--- config.mk ---
export PLATFORM = sky130hd
export DESIGN_NAME = cpu_top
export DESIGN_NICKNAME = d
export VERILOG_FILES = /design/src/hdl/cpu_pkg.sv /design/src/hdl/cpu_ctrl_if.sv /design/src/hdl/reg_file.sv /design/src/hdl/alu.sv /design/src/hdl/cpu_datapath.sv /design/src/hdl/cpu_sequencer.sv /design/src/hdl/cpu_top.sv
export SDC_FILE = /design/constraint.sdc
export NUM_CORES = 1
export LEC_CHECK = 0
export ABC_CLOCK_PERIOD_IN_PS = 4900
export BUFFER_PORTS_ARGS = -buffer_cell sky130_fd_sc_hd__buf_4
export CAP_MARGIN = 20
export CORE_MARGIN = 5
export CORE_UTILIZATION = 55
export CTS_BUF_LIST = sky130_fd_sc_hd__clkbuf_16
export DETAILED_ROUTE_END_ITERATION = 8
export GPL_ROUTABILITY_DRIVEN = 0
export PLACE_DENSITY = 0.73
export SYNTH_ARGS = -nofsm -noshare
export SYNTH_HDL_FRONTEND = slang
export SYNTH_SLANG_ARGS = --single-unit
export TNS_END_PERCENT = 50
--- constraint.sdc ---
create_clock -name clk -period 4.9 [get_ports clk]
set_input_delay 0.735 -clock clk [delete_from_list [all_inputs] [get_ports clk]]
set_output_delay 0.735 -clock clk [all_outputs]
set_load 0.01 [all_outputs]
--- src/hdl/cpu_pkg.sv ---
`default_nettype none

package cpu_pkg;

  typedef logic [7:0] word_t;    // Data, address or instruction byte
  typedef logic [2:0] reg_idx_t;
  typedef logic [2:0] alu_op_t;
  typedef logic [1:0] wr_src_t;  // Register write data select

  localparam wr_src_t WR_SRC_REG = 2'd0;
  localparam wr_src_t WR_SRC_ALU = 2'd1;
  localparam wr_src_t WR_SRC_MEM = 2'd2;

  localparam int       NUM_REGS = 8;
  localparam reg_idx_t REG_A    = 3'd0;  // Accumulator
  localparam reg_idx_t REG_B    = 3'd1;
  localparam word_t    RESET_PC = 8'h00;

  // ------------------------------------------------
  // Instruction encodings
  // ------------------------------------------------
  localparam word_t OP_NOP = 8'b00_000_000;
  localparam word_t OP_OUT = 8'b00_000_011;
  localparam word_t OP_HLT = 8'b00_000_101;
  localparam word_t OP_CMP = 8'b00_000_110;
  localparam word_t OP_LDI = 8'b00_010_000;  // Low bits hold target register
  localparam word_t OP_JMP = 8'b00_011_000;  // Low bits hold condition
  localparam word_t OP_ALU = 8'b01_000_000;  // Bits 5:3 hold the operation
  localparam word_t OP_MOV = 8'b10_000_000;  // Destination 5:3, source 2:0

  localparam logic [2:0] JMP_JMP = 3'd0;
  localparam logic [2:0] JMP_JZ  = 3'd1;
  localparam logic [2:0] JMP_JNZ = 3'd2;
  localparam logic [2:0] JMP_JC  = 3'd3;
  localparam logic [2:0] JMP_JNC = 3'd4;

  localparam alu_op_t ALU_ADD = 3'd0;
  localparam alu_op_t ALU_SUB = 3'd1;
  localparam alu_op_t ALU_INC = 3'd2;
  localparam alu_op_t ALU_DEC = 3'd3;
  localparam alu_op_t ALU_AND = 3'd4;
  localparam alu_op_t ALU_OR  = 3'd5;
  localparam alu_op_t ALU_XOR = 3'd6;
  localparam alu_op_t ALU_ADC = 3'd7;

endpackage

`default_nettype wire

--- src/hdl/cpu_ctrl_if.sv ---
`default_nettype none

interface cpu_ctrl_if (
  input logic clk
);

  logic              wr_en;
  cpu_pkg::reg_idx_t wr_sel;
  cpu_pkg::reg_idx_t rd_sel;   // MOV source
  cpu_pkg::wr_src_t  wr_src;
  cpu_pkg::alu_op_t  alu_op;
  logic              flag_en;  // Load flags from the ALU
  logic              flag_zero;
  logic              flag_carry;

  // Sequencer side
  modport seq (
    input  clk, flag_zero, flag_carry,
    output wr_en, wr_sel, rd_sel, wr_src, alu_op, flag_en
  );

  // Datapath side
  modport dp (
    input  clk, wr_en, wr_sel, rd_sel, wr_src, alu_op, flag_en,
    output flag_zero, flag_carry
  );

endinterface

`default_nettype wire

--- src/hdl/reg_file.sv ---
`default_nettype none

module reg_file (
  input  logic              clk,
  input  logic              reset,
  input  logic              wr_en,
  input  cpu_pkg::reg_idx_t wr_sel,
  input  cpu_pkg::word_t    wr_data,
  input  cpu_pkg::reg_idx_t rd_sel,
  output cpu_pkg::word_t    rd_data,
  output cpu_pkg::word_t    a_data,
  output cpu_pkg::word_t    b_data
);

  cpu_pkg::word_t regs [cpu_pkg::NUM_REGS];

  always_ff @(posedge clk) begin
    if (reset) begin
      for (int i = 0; i < cpu_pkg::NUM_REGS; i++) begin
        regs[i] <= '0;
      end
    end else if (wr_en) begin
      regs[wr_sel] <= wr_data;
    end
  end

  // Read ports are combinational
  assign rd_data = regs[rd_sel];
  assign a_data  = regs[cpu_pkg::REG_A];  // Fixed ALU operands
  assign b_data  = regs[cpu_pkg::REG_B];

endmodule

`default_nettype wire

--- src/hdl/alu.sv ---
`default_nettype none

module alu (
  input  cpu_pkg::word_t   a,
  input  cpu_pkg::word_t   b,
  input  cpu_pkg::alu_op_t op,
  input  logic             carry_in,
  output cpu_pkg::word_t   result,
  output logic             zero,
  output logic             carry
);

  logic [8:0] sum;  // Ninth bit is carry or borrow

  always_comb begin
    sum    = '0;
    result = '0;
    carry  = 1'b0;
    case (op)
      cpu_pkg::ALU_ADD: begin
        sum    = {1'b0, a} + {1'b0, b};
        result = sum[7:0];
        carry  = sum[8];
      end
      cpu_pkg::ALU_ADC: begin
        sum    = {1'b0, a} + {1'b0, b} + {8'h00, carry_in};
        result = sum[7:0];
        carry  = sum[8];
      end
      cpu_pkg::ALU_SUB: begin
        sum    = {1'b0, a} - {1'b0, b};
        result = sum[7:0];
        carry  = sum[8];  // Borrow, set when a < b
      end
      cpu_pkg::ALU_INC: begin
        result = a + 8'd1;
        carry  = (a == 8'hFF);
      end
      cpu_pkg::ALU_DEC: begin
        result = a - 8'd1;
        carry  = (a == 8'h00);
      end
      cpu_pkg::ALU_AND: result = a & b;
      cpu_pkg::ALU_OR:  result = a | b;
      cpu_pkg::ALU_XOR: result = a ^ b;
      default:          result = a;
    endcase
  end

  assign zero = (result == 8'h00);

endmodule

`default_nettype wire

--- src/hdl/cpu_datapath.sv ---
`default_nettype none

module cpu_datapath (
  input  logic           clk,
  input  logic           reset,
  cpu_ctrl_if.dp         ctrl,
  input  cpu_pkg::word_t mem_rdata,
  output cpu_pkg::word_t acc
);

  cpu_pkg::word_t wr_data;
  cpu_pkg::word_t rd_data;
  cpu_pkg::word_t a_data;
  cpu_pkg::word_t b_data;
  cpu_pkg::word_t alu_result;
  logic           alu_zero;
  logic           alu_carry;
  logic           zero_q;
  logic           carry_q;

  reg_file u_reg_file (
    .clk     (clk),
    .reset   (reset),
    .wr_en   (ctrl.wr_en),
    .wr_sel  (ctrl.wr_sel),
    .wr_data (wr_data),
    .rd_sel  (ctrl.rd_sel),
    .rd_data (rd_data),
    .a_data  (a_data),
    .b_data  (b_data)
  );

  alu u_alu (
    .a        (a_data),
    .b        (b_data),
    .op       (ctrl.alu_op),
    .carry_in (carry_q),  // For ADC
    .result   (alu_result),
    .zero     (alu_zero),
    .carry    (alu_carry)
  );

  // ------------------------------------------------
  // Write-back select and flags
  // ------------------------------------------------
  always_comb begin
    case (ctrl.wr_src)
      cpu_pkg::WR_SRC_ALU: wr_data = alu_result;
      cpu_pkg::WR_SRC_MEM: wr_data = mem_rdata;  // LDI operand
      default:             wr_data = rd_data;
    endcase
  end

  always_ff @(posedge clk) begin
    if (reset) begin
      zero_q  <= 1'b0;
      carry_q <= 1'b0;
    end else if (ctrl.flag_en) begin
      zero_q  <= alu_zero;
      carry_q <= alu_carry;
    end
  end

  assign ctrl.flag_zero  = zero_q;
  assign ctrl.flag_carry = carry_q;
  assign acc             = a_data;

  // Flags only move with an ALU write-back or a CMP
  a_flag_src: assert property (@(posedge clk) disable iff (reset)
    ctrl.flag_en |-> (!ctrl.wr_en || ctrl.wr_src == cpu_pkg::WR_SRC_ALU));

endmodule

`default_nettype wire

--- src/hdl/cpu_sequencer.sv ---
`default_nettype none

module cpu_sequencer (
  input  logic           clk,
  input  logic           reset,
  input  logic           mem_rvalid,
  input  cpu_pkg::word_t mem_rdata,
  output logic           mem_rd,
  output cpu_pkg::word_t mem_addr,
  output logic           out_valid,
  output logic           halted,
  cpu_ctrl_if.seq        ctrl
);

  typedef enum logic [2:0] {
    FETCH_REQ,
    FETCH_WAIT,
    EXECUTE,
    OPERAND_REQ,
    OPERAND_WAIT,
    HALTED
  } state_t;

  state_t         state;
  state_t         state_next;
  cpu_pkg::word_t pc;
  cpu_pkg::word_t ir;
  logic           is_mov;
  logic           is_alu;
  logic           is_ldi;
  logic           is_jmp;
  logic           jump_taken;
  logic           rd_pending;

  // ------------------------------------------------
  // Decode
  // ------------------------------------------------
  assign is_mov = (ir[7:6] == cpu_pkg::OP_MOV[7:6]);
  assign is_alu = (ir[7:6] == cpu_pkg::OP_ALU[7:6]);
  assign is_ldi = (ir[7:3] == cpu_pkg::OP_LDI[7:3]);
  assign is_jmp = (ir[7:3] == cpu_pkg::OP_JMP[7:3]);

  always_comb begin
    case (ir[2:0])
      cpu_pkg::JMP_JMP: jump_taken = 1'b1;
      cpu_pkg::JMP_JZ:  jump_taken = ctrl.flag_zero;
      cpu_pkg::JMP_JNZ: jump_taken = !ctrl.flag_zero;
      cpu_pkg::JMP_JC:  jump_taken = ctrl.flag_carry;
      cpu_pkg::JMP_JNC: jump_taken = !ctrl.flag_carry;
      default:          jump_taken = 1'b0;  // Reserved conditions
    endcase
  end

  // ------------------------------------------------
  // FSM and control outputs
  // ------------------------------------------------
  always_comb begin
    state_next   = state;
    out_valid    = 1'b0;
    ctrl.wr_en   = 1'b0;
    ctrl.wr_sel  = ir[5:3];
    ctrl.rd_sel  = ir[2:0];
    ctrl.wr_src  = cpu_pkg::WR_SRC_REG;
    ctrl.alu_op  = ir[5:3];
    ctrl.flag_en = 1'b0;
    case (state)
      FETCH_REQ:  state_next = FETCH_WAIT;
      FETCH_WAIT: if (mem_rvalid) state_next = EXECUTE;
      EXECUTE: begin
        state_next = FETCH_REQ;
        if (is_mov) begin
          ctrl.wr_en = 1'b1;
        end else if (is_alu) begin
          ctrl.wr_en   = 1'b1;
          ctrl.wr_sel  = cpu_pkg::REG_A;
          ctrl.wr_src  = cpu_pkg::WR_SRC_ALU;
          ctrl.flag_en = 1'b1;
        end else if (is_ldi || is_jmp) begin
          state_next = OPERAND_REQ;  // Needs the second byte
        end else begin
          case (ir)
            cpu_pkg::OP_OUT: out_valid = 1'b1;
            cpu_pkg::OP_HLT: state_next = HALTED;
            cpu_pkg::OP_CMP: begin
              ctrl.alu_op  = cpu_pkg::ALU_SUB;
              ctrl.flag_en = 1'b1;  // Flags only, no write
            end
            default: ;  // NOP and unknown opcodes
          endcase
        end
      end
      OPERAND_REQ: state_next = OPERAND_WAIT;
      OPERAND_WAIT: begin
        if (mem_rvalid) begin
          state_next = FETCH_REQ;
          if (is_ldi) begin
            ctrl.wr_en  = 1'b1;
            ctrl.wr_sel = ir[2:0];
            ctrl.wr_src = cpu_pkg::WR_SRC_MEM;
          end
        end
      end
      HALTED:  state_next = HALTED;  // Left only by reset
      default: state_next = FETCH_REQ;
    endcase
  end

  assign mem_rd   = (state == FETCH_REQ) || (state == OPERAND_REQ);
  assign mem_addr = pc;
  assign halted   = (state == HALTED);

  always_ff @(posedge clk) begin
    if (reset) begin
      state <= FETCH_REQ;
      pc    <= cpu_pkg::RESET_PC;
      ir    <= cpu_pkg::OP_NOP;
    end else begin
      state <= state_next;
      if (state == FETCH_WAIT && mem_rvalid) begin
        ir <= mem_rdata;
        pc <= pc + 8'd1;
      end
      if (state == OPERAND_WAIT && mem_rvalid) begin
        pc <= (is_jmp && jump_taken) ? mem_rdata : pc + 8'd1;
      end
    end
  end

  // Outstanding read tracker, checked against the memory port
  always_ff @(posedge clk) begin
    if (reset) begin
      rd_pending <= 1'b0;
    end else if (mem_rd) begin
      rd_pending <= 1'b1;
    end else if (mem_rvalid) begin
      rd_pending <= 1'b0;
    end
  end

  a_one_read: assert property (@(posedge clk) disable iff (reset)
    mem_rd |-> !rd_pending);

  a_out_no_rd: assert property (@(posedge clk) disable iff (reset)
    !(out_valid && mem_rd));

  a_halt_sticky: assert property (@(posedge clk)
    (halted && !reset) |=> halted);

endmodule

`default_nettype wire

--- src/hdl/cpu_top.sv ---
`default_nettype none

module cpu_top (
  input  logic       clk,
  input  logic       reset,
  input  logic       mem_rvalid,
  input  logic [7:0] mem_rdata,
  output logic       mem_rd,
  output logic [7:0] mem_addr,
  output logic       out_valid,
  output logic [7:0] out_data,   // Mirrors the accumulator
  output logic       halted
);

  cpu_ctrl_if ctrl_bus (.clk(clk));

  // ------------------------------------------------
  // Control and datapath
  // ------------------------------------------------
  cpu_sequencer u_sequencer (
    .clk        (clk),
    .reset      (reset),
    .mem_rvalid (mem_rvalid),
    .mem_rdata  (mem_rdata),
    .mem_rd     (mem_rd),
    .mem_addr   (mem_addr),
    .out_valid  (out_valid),
    .halted     (halted),
    .ctrl       (ctrl_bus.seq)
  );

  cpu_datapath u_datapath (
    .clk       (clk),
    .reset     (reset),
    .ctrl      (ctrl_bus.dp),
    .mem_rdata (mem_rdata),  // LDI operand path
    .acc       (out_data)
  );

endmodule

`default_nettype wire

---- Word-level counts from Yosys, hierarchy flattened ----
Memories as Yosys holds them, arrays and structs flattened. A register that Yosys moved wholly into a read port is not among the register bits.
Index checks and enable logic that the tools add are counted.
Widths: inputs -> output; s select.
storage, ports and cells
  register bits after elaboration ......... 21
  bits in latches ......................... 0
  RAM bits ................................ 64
  memory bits (read-only) ................. 0
  input bits .............................. 11
  output and inout port bits .............. 19
  logic and storage cells ................. 112
  memories kept ........................... 1
cells by class
  $add $sub $neg .......................... 6
  $mul .................................... 0
  div/mod/pow operators ................... 0
  magnitude comparators ................... 0
  equality and inequality tests ........... 28
  shifts and indexed selects .............. 0
  muxes and demuxes ....................... 54
  bitwise logic cells ..................... 3
  reductions and logical operators ........ 15
memory list
  memory                      words  width  read ports  clocked after Yosys merged registers in  write ports  RTL line        text
  u_datapath.u_reg_file.regs  8      8      3           1                                        8            reg_file.sv:15  cpu_pkg::word_t regs [cpu_pkg::NUM_REGS];
operator list
  operator             number
  $pmux 8 s8           1
  $mux 3               18
  $mux 8               4
  $eq 3x3->1 const B   7
  $mux 1               21
  $eq 3x2->1 const B   6
  $pmux 3 s6           1
  $add 8x1->8 const B  2
  $eq 8x3->1 const B   2
  $logic_not 8->1      2
  $pmux 8 s2           1
  $eq 5x2->1 const B   2
  $pmux 1 s5           2
  $add 8x8->9          1
  $add 9x1->9          1
  $eq 3x1->1 const B   3
  $logic_not 3->1      3
  $sub 8x8->9          1
  $and 8x8->8          1
  $eq 8x2->1 const B   1
  $eq 8x8->1 const B   1
  $or 8x8->8           1
  $reduce_or 8->1      1
  $sub 8x1->8 const B  1
  13 further kinds     22

---- Logic depth before layout (Yosys ltp) ----
Gate-level depths: netlist (run 1).
  depth after elaboration ................. 10
  depth in mapped cells ................... 13

---- Cells and area by module ----
Synthesis (run 1) repeated with hierarchy kept, for this count alone.
unflattened totals
  cell total of the unflattened synthesis .. 685
  area, all modules ....................... 6,631.4 sq um
by module, submodules not included
  module         times used  cells an instance  area an instance (sq um)  seq. area each (sq um)
  reg_file       1           193                2,979.1                   1,921.8
  alu            1           287                2,026.9                   0.0
  cpu_sequencer  1           168                1,365.1                   380.4
  cpu_datapath   1           37                 260.2                     40.0

---- Worst setup path before layout (run 1) ----
OpenSTA, ideal clock, no wires.
  kind .................................... register to register
  from .................................... memory u_datapath.u_reg_file.regs[0][1] in the netlist's numbering
  to ...................................... memory u_datapath.u_reg_file.regs[5][5] in the netlist's numbering (data pin)
  arrival time ............................ 2.961 ns
  data required time ...................... 4.635 ns
  path slack .............................. 1.674 ns
  stages on the path, launching flop included .. 12
  period minus slack after synthesis ...... 3.226 ns
  cell sequence ........................... edfxtp_1 -> clkbuf_1 -> inv_1 -> ha_1 -> or2_2 -> a221oi_1 -> mux2_2 -> a211oi_1 -> a32oi_1 -> o21ai_0 -> a22oi_2 -> nor2b_1
RTL lines
  item         RTL line
  from (decl)  reg_file.sv:15

==> results of run 1 <==
[layer usage]
metal / track usage / vias to the layer above
met2: 0.388 / 247
met4: 0.0877 / 2
met1: 0.330 / 2560
met5: 0.0368 / -
met3: 0.0529 / 37
li1: - / 2471
[path summary, 6_finish.rpt]
check,end,slack (ns),depth (start not counted)
setup / recovery,u_datapath.u_reg_file.regs[2][7]$_SDFFCE_PN0P_,1.03,11
hold / removal,u_sequencer.mem_addr[0]$_SDFFE_PP0P_,0.51,2
setup reg to reg,u_datapath.u_reg_file.regs[2][7]$_SDFFCE_PN0P_,1.03,11
hold reg to reg,u_sequencer.mem_addr[0]$_SDFFE_PP0P_,0.51,2
[cell type report]
cell class                 count  area (um2)
timing repair buffer          33         248
inverter                      42         158
multi-input combinational    498        3600
clock buffer                   9         225
sequential                    88        2400
fill                         967        4510
tap                          143         179
clock inverter                 7        55.1
[worst max-delay path, stage by stage, from the launching register on]
cell,delay [ns]
dfxtp_1,0.59
nand3b_1,0.30
clkinv_1,0.32
ha_1,0.48
nand4_1,0.10
a211oi_1,0.47
a2bb2oi_1,0.30
xnor2_1,0.10
a22oi_1,0.21
o211a_1,0.23
a21o_1,0.31
a221oi_1,0.17
[cells in the final DEF, fill, tap and decap left out, drive strengths merged, types with 4 or more instances in the layout]
master,count
nand3,19
clkbuf,9
o31ai,6
nor3b,10
mux4,18
o21ai,29
ha,37
buf,33
a211oi,10
edfxtp,64
a21oi,48
nor4,5
a22oi,5
clkinv,4
xnor2,10
nand2b,16
nor2b,19
mux2,6
and3,4
or2,4
nor2,86
nand2,37
inv,43
a221o,4
o22ai,6
nand3b,4
or4,4
a31oi,8
nand4,4
nor3,13
xor2,7
a21o,4
mux2i,19
a221oi,5
dfxtp,24
[sequential cells by signal (all words and copies together), names as in the netlist, named ones only]
signal                      count
u_datapath.u_reg_file.regs     64
u_sequencer.state               3
u_sequencer.ir                  8
u_datapath.ctrl.flag_zero       1
u_datapath.ctrl.flag_carry      1
u_sequencer.mem_addr            8
[logic make-up (layout without fill, tap and decap cells)]
kind of cell	after synthesis	after routing	share of synthesized area
simple gates	237	237	0.188
mux	43	43	0.105
buf+inv	84	91	0.0529
fa+ha+maj	39	39	0.0794
flops	88	88	0.379
xor+xnor	17	17	0.0235
compound gates	162	162	0.172
[metrics by stage]
stage / std cells / total power, mW / utilization / hold slack, ns
floorplan: 670 / 1.07 / - / 0.474
global placement: 804 / 1.15 / 0.579 / 0.488
detailed placement: 804 / 1.16 / 0.579 / 0.492
CTS: 820 / 1.80 / 0.604 / 0.508
global route: 820 / 1.86 / 0.604 / 0.542
finish: 820 / 1.80 / 0.604 / 0.510
[report_power, final]
part | leakage (nW) | internal [mW] | switching, mW
Sequential | 0.856 | 0.822 | 0.0357
Combinational | 1.52 | 0.118 | 0.172
Clock | 0.134 | 0.349 | 0.307
==> results.toml, run 1 <==
[pwr]
irDropWorstVdd_v = 0.000215
p_leak_nw = 2.51
p_per_area_mw_per_mm2 = 263

[critical_path]
r2r-start = "u_sequencer.ir[5]$_SDFFE_PP0P_"
worstSetupEndpointType = "register"
cp.required_ns = 4.96
cp-start-kind = "register"
critical_path_class = "register to register"
cp-startpoint = "u_sequencer.ir[5]$_SDFFE_PP0P_"
crit_arrival_ns = 3.93
path_max_fanout = 12

[route]
wl_um = 17200
wl_met1_um = 7190
drt_pre_antenna_iters = 6
top_layer_used = "met5"
ant_nets = 0
drt-initial-drc-count = 487
vias = 5317
wl_met3_um = 1460
wl_per_cell_um = 20.9
vias_per_cell = 6.48
dr_wl_met2_um = 7950
route.detailed.drc = 0

[synth]
synth_flop_cell = "edfxtp_1"
synth.top_cells.by_count = "86 x nor2_1, 64 x edfxtp_1, 48 x a21oi_1, 40 x inv_1"
yosys-top-cells-area = "edfxtp_1 30%, dfxtp_1 7.6%, ha_1 7.3%"
synth_top_area_share = 0.303
avgSynthCellArea_um2 = 9.45
ys_warn_count = 0
yosysTopAreaCell = "edfxtp_1"
synth_cell_types = 72
syn_nets = 720
synth_cells = 670
postSynth.asyncResetShare = 0
seq_area_frac_synth = 0.379
synth-edff-count = 64
yosysMostFrequentCell = "nor2_1"
yosys_register_bits = 88
syn_area_mm2 = 0.00633

[worst_hold_path]
holdCritStartpoint = "u_sequencer.mem_addr[0]$_SDFFE_PP0P_"
hold_class = "register to register"

[clock_tree]
cts.sinks = 88
cts_resized = 0
cts_root_buf = "clkbuf_16"
clk_latency_ns = 0.35
cts_buffers = 9
cts_tree = "done"
cts_max_path_buffers = 2
ctsHoldBuffers = 0
clkTransAtPathRegs_ns = 0.07
postCtsSetupBuffers = 0
htreeDepth = 3

[cells_and_area]
fin_nets = 722
drive_gt1_frac = 0.133
n_antenna_cell = 0
area_growth_pct = 8.36
final_area_mm2 = 0.00686

[grt]
grt_pass1_wl_um = 27400
grt_overflow = 0
antenna_found_initial = 0
first_global_vias = 5139
track_usage = 0.245
grt_max_degree = 28

[sta]
relSlewSlack = 0.378
hold_viol = 0
period_needed_ns = 3.87
fmaxAchievable_mhz = 258
setup_viol = 0
finClkSkew_ns = 0.00889
tns_ns = 0
period_share = 0.790
grt_setup_unrepaired = "false"
fin_ws_ns = 1.03
tightest_slew_ns = 0.929
slew_violations = 0

[floorplanning]
dieArea_mm2 = 0.0138
core_mm2 = 0.0114
chipHeight_um = 117
boundaryPins = 30
dieWidth_um = 117
std_cell_rows = 39
start_util = 0.557

[place]
io_buffers = 29
postPlaceCellArea_mm2 = 0.00658
hpwl_um = 12500
pre_cts_ws_ns = 1.11

[flow_run]
cap_violations = 0

[status]
outcome = "finished clean"
Power figures use the tool's default switching activity.
==> run 2, diff against run 1 <==
--- a/config.mk
+++ b/config.mk
@@ -5,7 +5,7 @@
 export SDC_FILE = /design/constraint.sdc
 export NUM_CORES = 1
 export LEC_CHECK = 0
-export ABC_CLOCK_PERIOD_IN_PS = 4900
+export ABC_CLOCK_PERIOD_IN_PS = 3400
 export BUFFER_PORTS_ARGS = -buffer_cell sky130_fd_sc_hd__buf_4
 export CAP_MARGIN = 20
 export CORE_MARGIN = 5
@@ -13,7 +13,7 @@
 export CTS_BUF_LIST = sky130_fd_sc_hd__clkbuf_16
 export DETAILED_ROUTE_END_ITERATION = 8
 export GPL_ROUTABILITY_DRIVEN = 0
-export PLACE_DENSITY = 0.73
+export PLACE_DENSITY = 0.75
 export SYNTH_ARGS = -nofsm -noshare
 export SYNTH_HDL_FRONTEND = slang
 export SYNTH_SLANG_ARGS = --single-unit
==> constraint.sdc (replaced) <==
create_clock -name clk -period 3.4 [get_ports clk]
set_input_delay 0.51 -clock clk [delete_from_list [all_inputs] [get_ports clk]]
set_output_delay 0.51 -clock clk [all_outputs]
set_load 0.01 [all_outputs]
==> results.toml, run 2 (same netlist as run 1, synthesis figures left out) <==
[grt]
grt_overflow = 0
grt_max_degree = 30
first_global_vias = 5230
track_usage = 0.250
antenna_found_initial = 0
grt_pass1_wl_um = 28100

[sta]
hold_viol = 0
period_share = 0.955
fin_hold_ws_ns = 0.454
slew_violations = 0
setup_viol = 0
period_needed_ns = 3.25
tightest_slew_ns = 0.934
relSlewSlack = 0.375
finClkSkew_ns = 0.00678
fmaxAchievable_mhz = 308

[cells_and_area]
fin_nets = 742
n_antenna_cell = 0
final_common_cell = "nor2_1"
multiInputGateArea_mm2 = 0.00369
largest_reg_flops = 64
regMostFlops = "u_datapath.u_reg_file.regs"
area_growth_pct = 12.7
ff_latch_area_mm2 = 0.00240
drive_gt1_frac = 0.178
fillCellCount = 928
layout_common_cells = "86 x nor2_1, 64 x edfxtp_1, 53 x buf_4"

[critical_path]
worstSetupEndpoint = "u_datapath.ctrl.flag_zero$_SDFFE_PP0P_"
critical_path_class = "register to register"
reg2reg_setup_slack_ns = 0.15
cp-start-kind = "register"
r2r_end = "u_datapath.ctrl.flag_zero$_SDFFE_PP0P_"
crit_family = "adder cells"
crit_slowest_cell = "fa_2"
path_max_fanout = 4
r2r-start = "u_datapath.u_reg_file.regs[1][0]$_SDFFCE_PN0P_"
critPathMaxStageDelay_ns = 0.56
critPathMostFrequentCell = "ha_1"
cp.buffers_inverters = 0
path_depth = 10
crit_arrival_ns = 3.50
r2r_cells = 10
worstSetupEndpointType = "register"
cp-startpoint = "u_datapath.u_reg_file.regs[1][0]$_SDFFCE_PN0P_"
cp.required_ns = 3.66
worstPathCellList = "ha_1 > fa_2 > ha_1 > mux4_2 > a21oi_1 > o21ai_1 > or4_1 > nor2_1 > nand4_1 > o31ai_2"

[route]
route.detailed.drc = 0
ant_nets = 0
vias = 5419
vias_per_cell = 6.45
wl_per_cell_um = 20.8
drt-initial-drc-count = 711
drt_pre_antenna_iters = 5
wl_um = 17400

[clock_tree]
cts_root_buf = "clkbuf_16"
cts_max_path_buffers = 2
clk_latency_ns = 0.34
ctsHoldBuffers = 0
clkTransAtPathRegs_ns = 0.06
cts_tree = "done"
htreeDepth = 3
cts_buffers = 9
cts.sinks = 88

[flow_run]
cap_violations = 0

[floorplanning]
boundaryPins = 30
start_util = 0.557
dieWidth_um = 117
core_mm2 = 0.0114
std_cell_rows = 39
chipHeight_um = 117
dieArea_mm2 = 0.0138

[status]
outcome = "finished clean"

[place]
hpwl_um = 12900
io_buffers = 29

[worst_hold_path]
hold_class = "input port to register"

[pwr]
p_per_area_mw_per_mm2 = 378
power_mw = 2.70
irDropWorstVdd_v = 0.000311
p_leak_nw = 2.65
==> run 2: routing by layer <==
| metal | part of all wire | GRT usage | vias up |
|---|---|---|---|
| li1 | - | - | 2512 |
| met1 | 0.43 | 0.345 | 2637 |
| met2 | 0.48 | 0.404 | 226 |
| met3 | 0.065 | 0.0385 | 44 |
| met4 | 0.028 | 0.0827 | 0 |
| met5 | 0 | 0 | - |
==> run 2: worst min path at each step <==
| stage | from | to | slack [ns] | cells past startpoint |
|---|---|---|---|---|
| after floorplan | u_datapath.ctrl.flag_zero$_SDFFE_PP0P_ | u_datapath.ctrl.flag_zero$_SDFFE_PP0P_ | 0.47 | 2 |
| after global placement | u_sequencer.mem_addr[7]$_SDFFE_PP0P_ | u_sequencer.mem_addr[7]$_SDFFE_PP0P_ | 0.48 | 2 |
| after detailed placement | u_sequencer.mem_addr[7]$_SDFFE_PP0P_ | u_sequencer.mem_addr[7]$_SDFFE_PP0P_ | 0.50 | 2 |
| after CTS | mem_rdata[7] | u_sequencer.ir[7]$_SDFFE_PP0P_ | 0.44 | 3 |
| after global routing | mem_rdata[3] | u_sequencer.ir[3]$_SDFFE_PP0P_ | 0.47 | 3 |
| final | mem_rdata[7] | u_sequencer.ir[7]$_SDFFE_PP0P_ | 0.45 | 3 |
==> run 2: cell type report <==
type | instances | area share
Multi-Input combinational cell | 498 | 0.517
Sequential cell | 88 | 0.337
Timing Repair Buffer | 53 | 0.0558
Clock buffer | 10 | 0.0351
Tap cell | 143 | 0.0251
Inverter | 42 | 0.0226
Clock inverter | 6 | 0.00824
==> run 2: worst register-to-register path: stages, from the launching register on <==
cell and delay, ns:
edfxtp_1 0.43, ha_1 0.26, fa_2 0.56, ha_1 0.23
mux4_2 0.47, a21oi_1 0.16, o21ai_1 0.10, or4_1 0.52
nor2_1 0.10, nand4_1 0.11, o31ai_2 0.23
==> run 2: through the flow <==
| step | cells | area [um2] | setup TNS (ns) | setup slack [ns] | utilization |
|---|---|---|---|---|---|
| after floorplan | 670 | 6330 | 0 | 0.174 | - |
| after global placement | 821 | 6710 | 0 | 0.0285 | 0.590 |
| after detailed placement | 821 | 6710 | -0.422 | -0.101 | 0.590 |
| after CTS | 838 | 7040 | -0.0138 | -0.00997 | 0.619 |
| after global routing | 840 | 7140 | -0.00193 | -0.00193 | 0.628 |
| final | 840 | 7140 | 0 | 0.153 | 0.628 |
==> run 2: timing repair <==
action	4_1_cts	5_1_grt
gates cloned	0	0
endpoints found under the setup margin	12	53
setup buffers	1	2
resized for setup	3	18
hold endpoints to repair	0	0
pin swaps	1	4
==> run 2: power breakdown <==
group | total, mW | leakage (nW) | switching, mW | internal, mW
Combinational | 0.464 | 1.63 | 0.277 | 0.187
Sequential | 1.22 | 0.856 | 0.0348 | 1.18
Clock | 1.02 | 0.158 | 0.407 | 0.609
==> run 3, diff against run 2 <==
--- a/config.mk
+++ b/config.mk
@@ -14,6 +14,7 @@
 export DETAILED_ROUTE_END_ITERATION = 8
 export GPL_ROUTABILITY_DRIVEN = 0
 export PLACE_DENSITY = 0.75
+export RECOVER_POWER = 25
 export SYNTH_ARGS = -nofsm -noshare
 export SYNTH_HDL_FRONTEND = slang
 export SYNTH_SLANG_ARGS = --single-unit
==> results.toml, run 3 (same netlist as run 1, synthesis figures left out) <==
[critical_path]
critPathMostFrequentCell = "or3_1"
reg2reg_setup_slack_ns = 0.14
crit_slowest_cell = "edfxtp_1"
r2r_end = "u_datapath.u_reg_file.regs[4][5]$_SDFFCE_PN0P_"
critPathMaxStageDelay_ns = 0.43
cp.required_ns = 3.59
crit_arrival_ns = 3.45
crit_family = "simple AND/OR/NAND/NOR gates"
cp-start-kind = "register"
worstSetupEndpointType = "register"
cp.buffers_inverters = 1
r2r_cells = 11
r2r-start = "u_datapath.u_reg_file.regs[1][0]$_SDFFCE_PN0P_"
worstPathCellList = "ha_1 > fa_2 > xor2_2 > nand3_1 > or3_1 > or3_1 > mux2i_2 > o21ai_1 > a22oi_2 > buf_4 > nor2b_1"
path_max_fanout = 8
critical_path_class = "register to register"

[cells_and_area]
fin_nets = 742
postLayoutCoreUtil = 0.621
fillCellCount = 956
final_common_cell = "nor2_1"
layout_common_cells = "86 x nor2_1, 64 x edfxtp_1, 48 x a21oi_1"
area_growth_pct = 11.6
n_antenna_cell = 0
largest_reg_flops = 64
drive_gt1_frac = 0.151
regMostFlops = "u_datapath.u_reg_file.regs"

[pwr]
power.share.sequential = 0.453
p_switching_uw = 718
irDropWorstVdd_v = 0.000313
p_leak_nw = 2.57
internal_power_mw = 1.97
p_per_area_mw_per_mm2 = 381
clkPwrFrac = 0.377
power_frac_comb = 0.170
netSwitchingFraction = 0.267

[route]
wl_per_cell_um = 20.8
route.detailed.drc = 0
vias_per_cell = 6.44
top_layer_used = "met4"
wl_met1_um = 7390
wl_um = 17500
dr_wl_met2_um = 8410
drt_pre_antenna_iters = 7
vias = 5410
wl_met3_um = 1170
drt-initial-drc-count = 610
ant_nets = 0

[worst_hold_path]
hold_class = "input port to register"
whs_path_depth = 3
hold-path-endpoint = "u_sequencer.ir[7]$_SDFFE_PP0P_"
holdCritStartpoint = "mem_rdata[7]"

[grt]
antenna_found_initial = 0
grt_overflow = 0
track_usage = 0.250
grt_max_degree = 30
first_global_vias = 5230
grt_pass1_wl_um = 28100

[status]
outcome = "finished clean"

[floorplanning]
boundaryPins = 30
core_mm2 = 0.0114
std_cell_rows = 39
chipHeight_um = 117
start_util = 0.557
dieWidth_um = 117
dieArea_mm2 = 0.0138

[sta]
fin_hold_ws_ns = 0.455
setup_viol = 0
hold_viol = 0
finClkSkew_ns = 0.00579
slew_violations = 0
tightest_slew_ns = 0.927
period_share = 0.960
period_needed_ns = 3.26
fmaxAchievable_mhz = 306
relSlewSlack = 0.380

[clock_tree]
clkTransAtPathRegs_ns = 0.06
cts_root_buf = "clkbuf_16"
cts.sinks = 88
cts_buffers = 9
clk_latency_ns = 0.34
cts_tree = "done"
htreeDepth = 3
cts_max_path_buffers = 2

[flow_run]
cap_violations = 0

[place]
io_buffers = 29
hpwl_um = 12900
## run 3: metal layers
layer	vias to the layer above	global-route usage
li1	2513	-
met1	2623	0.345
met2	230	0.404
met3	44	0.0385
met4	0	0.0827
met5	-	0
## run 3: through the flow
| stage | total power [mW] | setup slack, ns | cell area [um2] | setup TNS, ns | std cells |
|---|---|---|---|---|---|
| final | 2.69 | 0.136 | 7070 | 0 | 840 |
| after global routing | 2.80 | -0.00193 | 7070 | -0.00193 | 840 |
| after CTS | 2.69 | -0.00997 | 7040 | -0.0138 | 838 |
| after detailed placement | 1.68 | -0.101 | 6710 | -0.422 | 821 |
| after global placement | 1.67 | 0.0285 | 6710 | 0 | 821 |
| after floorplan | 1.54 | 0.174 | 6330 | 0 | 670 |
## run 3: power groups by stage
| stage | Clock [mW] | Sequential [mW] | Combinational [mW] |
|---|---|---|---|
| 2_1_floorplan | 0 | 1.23 | 0.318 |
| 3_3_place_gp | 0 | 1.24 | 0.430 |
| 3_5_place_dp | 0 | 1.24 | 0.441 |
| 5_1_grt | 1.08 | 1.22 | 0.495 |
| 6_report | 1.02 | 1.22 | 0.458 |
| 4_1_cts | 1.03 | 1.22 | 0.448 |
## run 3: worst max path at each step
stage,to,start,slack [ns],cells after the start
2_1_floorplan,u_datapath.u_reg_file.regs[5][5]$_SDFFCE_PN0P_,u_datapath.u_reg_file.regs[0][1]$_SDFFCE_PN0P_,0.17,11
3_3_place_gp,u_datapath.u_reg_file.regs[7][7]$_SDFFCE_PN0P_,u_sequencer.ir[5]$_SDFFE_PP0P_,0.03,11
3_5_place_dp,u_datapath.u_reg_file.regs[5][7]$_SDFFCE_PN0P_,u_sequencer.ir[5]$_SDFFE_PP0P_,-0.10,11
4_1_cts,u_datapath.u_reg_file.regs[7][7]$_SDFFCE_PN0P_,u_datapath.u_reg_file.regs[1][0]$_SDFFCE_PN0P_,-0.01,10
5_1_grt,u_datapath.u_reg_file.regs[5][7]$_SDFFCE_PN0P_,u_datapath.u_reg_file.regs[1][0]$_SDFFCE_PN0P_,-0.002,10
6_report,u_datapath.u_reg_file.regs[4][5]$_SDFFCE_PN0P_,u_datapath.u_reg_file.regs[1][0]$_SDFFCE_PN0P_,0.14,11
## run 3: worst min-delay path, cell delays in order
cell,delay [ns]
buf_4,0.11
mux2i_1,0.07
nor2_1,0.07
## run 3: cell type report
type / instances / area, um2 / share of cell area
multi-input cells: 498 / 3680 / 0.521
flip-flops and latches: 88 / 2400 / 0.340
repair buffers: 53 / 330 / 0.0468
clock buffers: 10 / 250 / 0.0354
well taps: 143 / 179 / 0.0253
inverters: 42 / 161 / 0.0228
clock inverters: 6 / 58.8 / 0.00832
## run 3: repair_timing
item,CTS,global route
buffers inserted,1,2
gates resized for setup,3,18
pin swaps,1,4
hold buffers,0,0
endpoints found under the setup margin,12,53
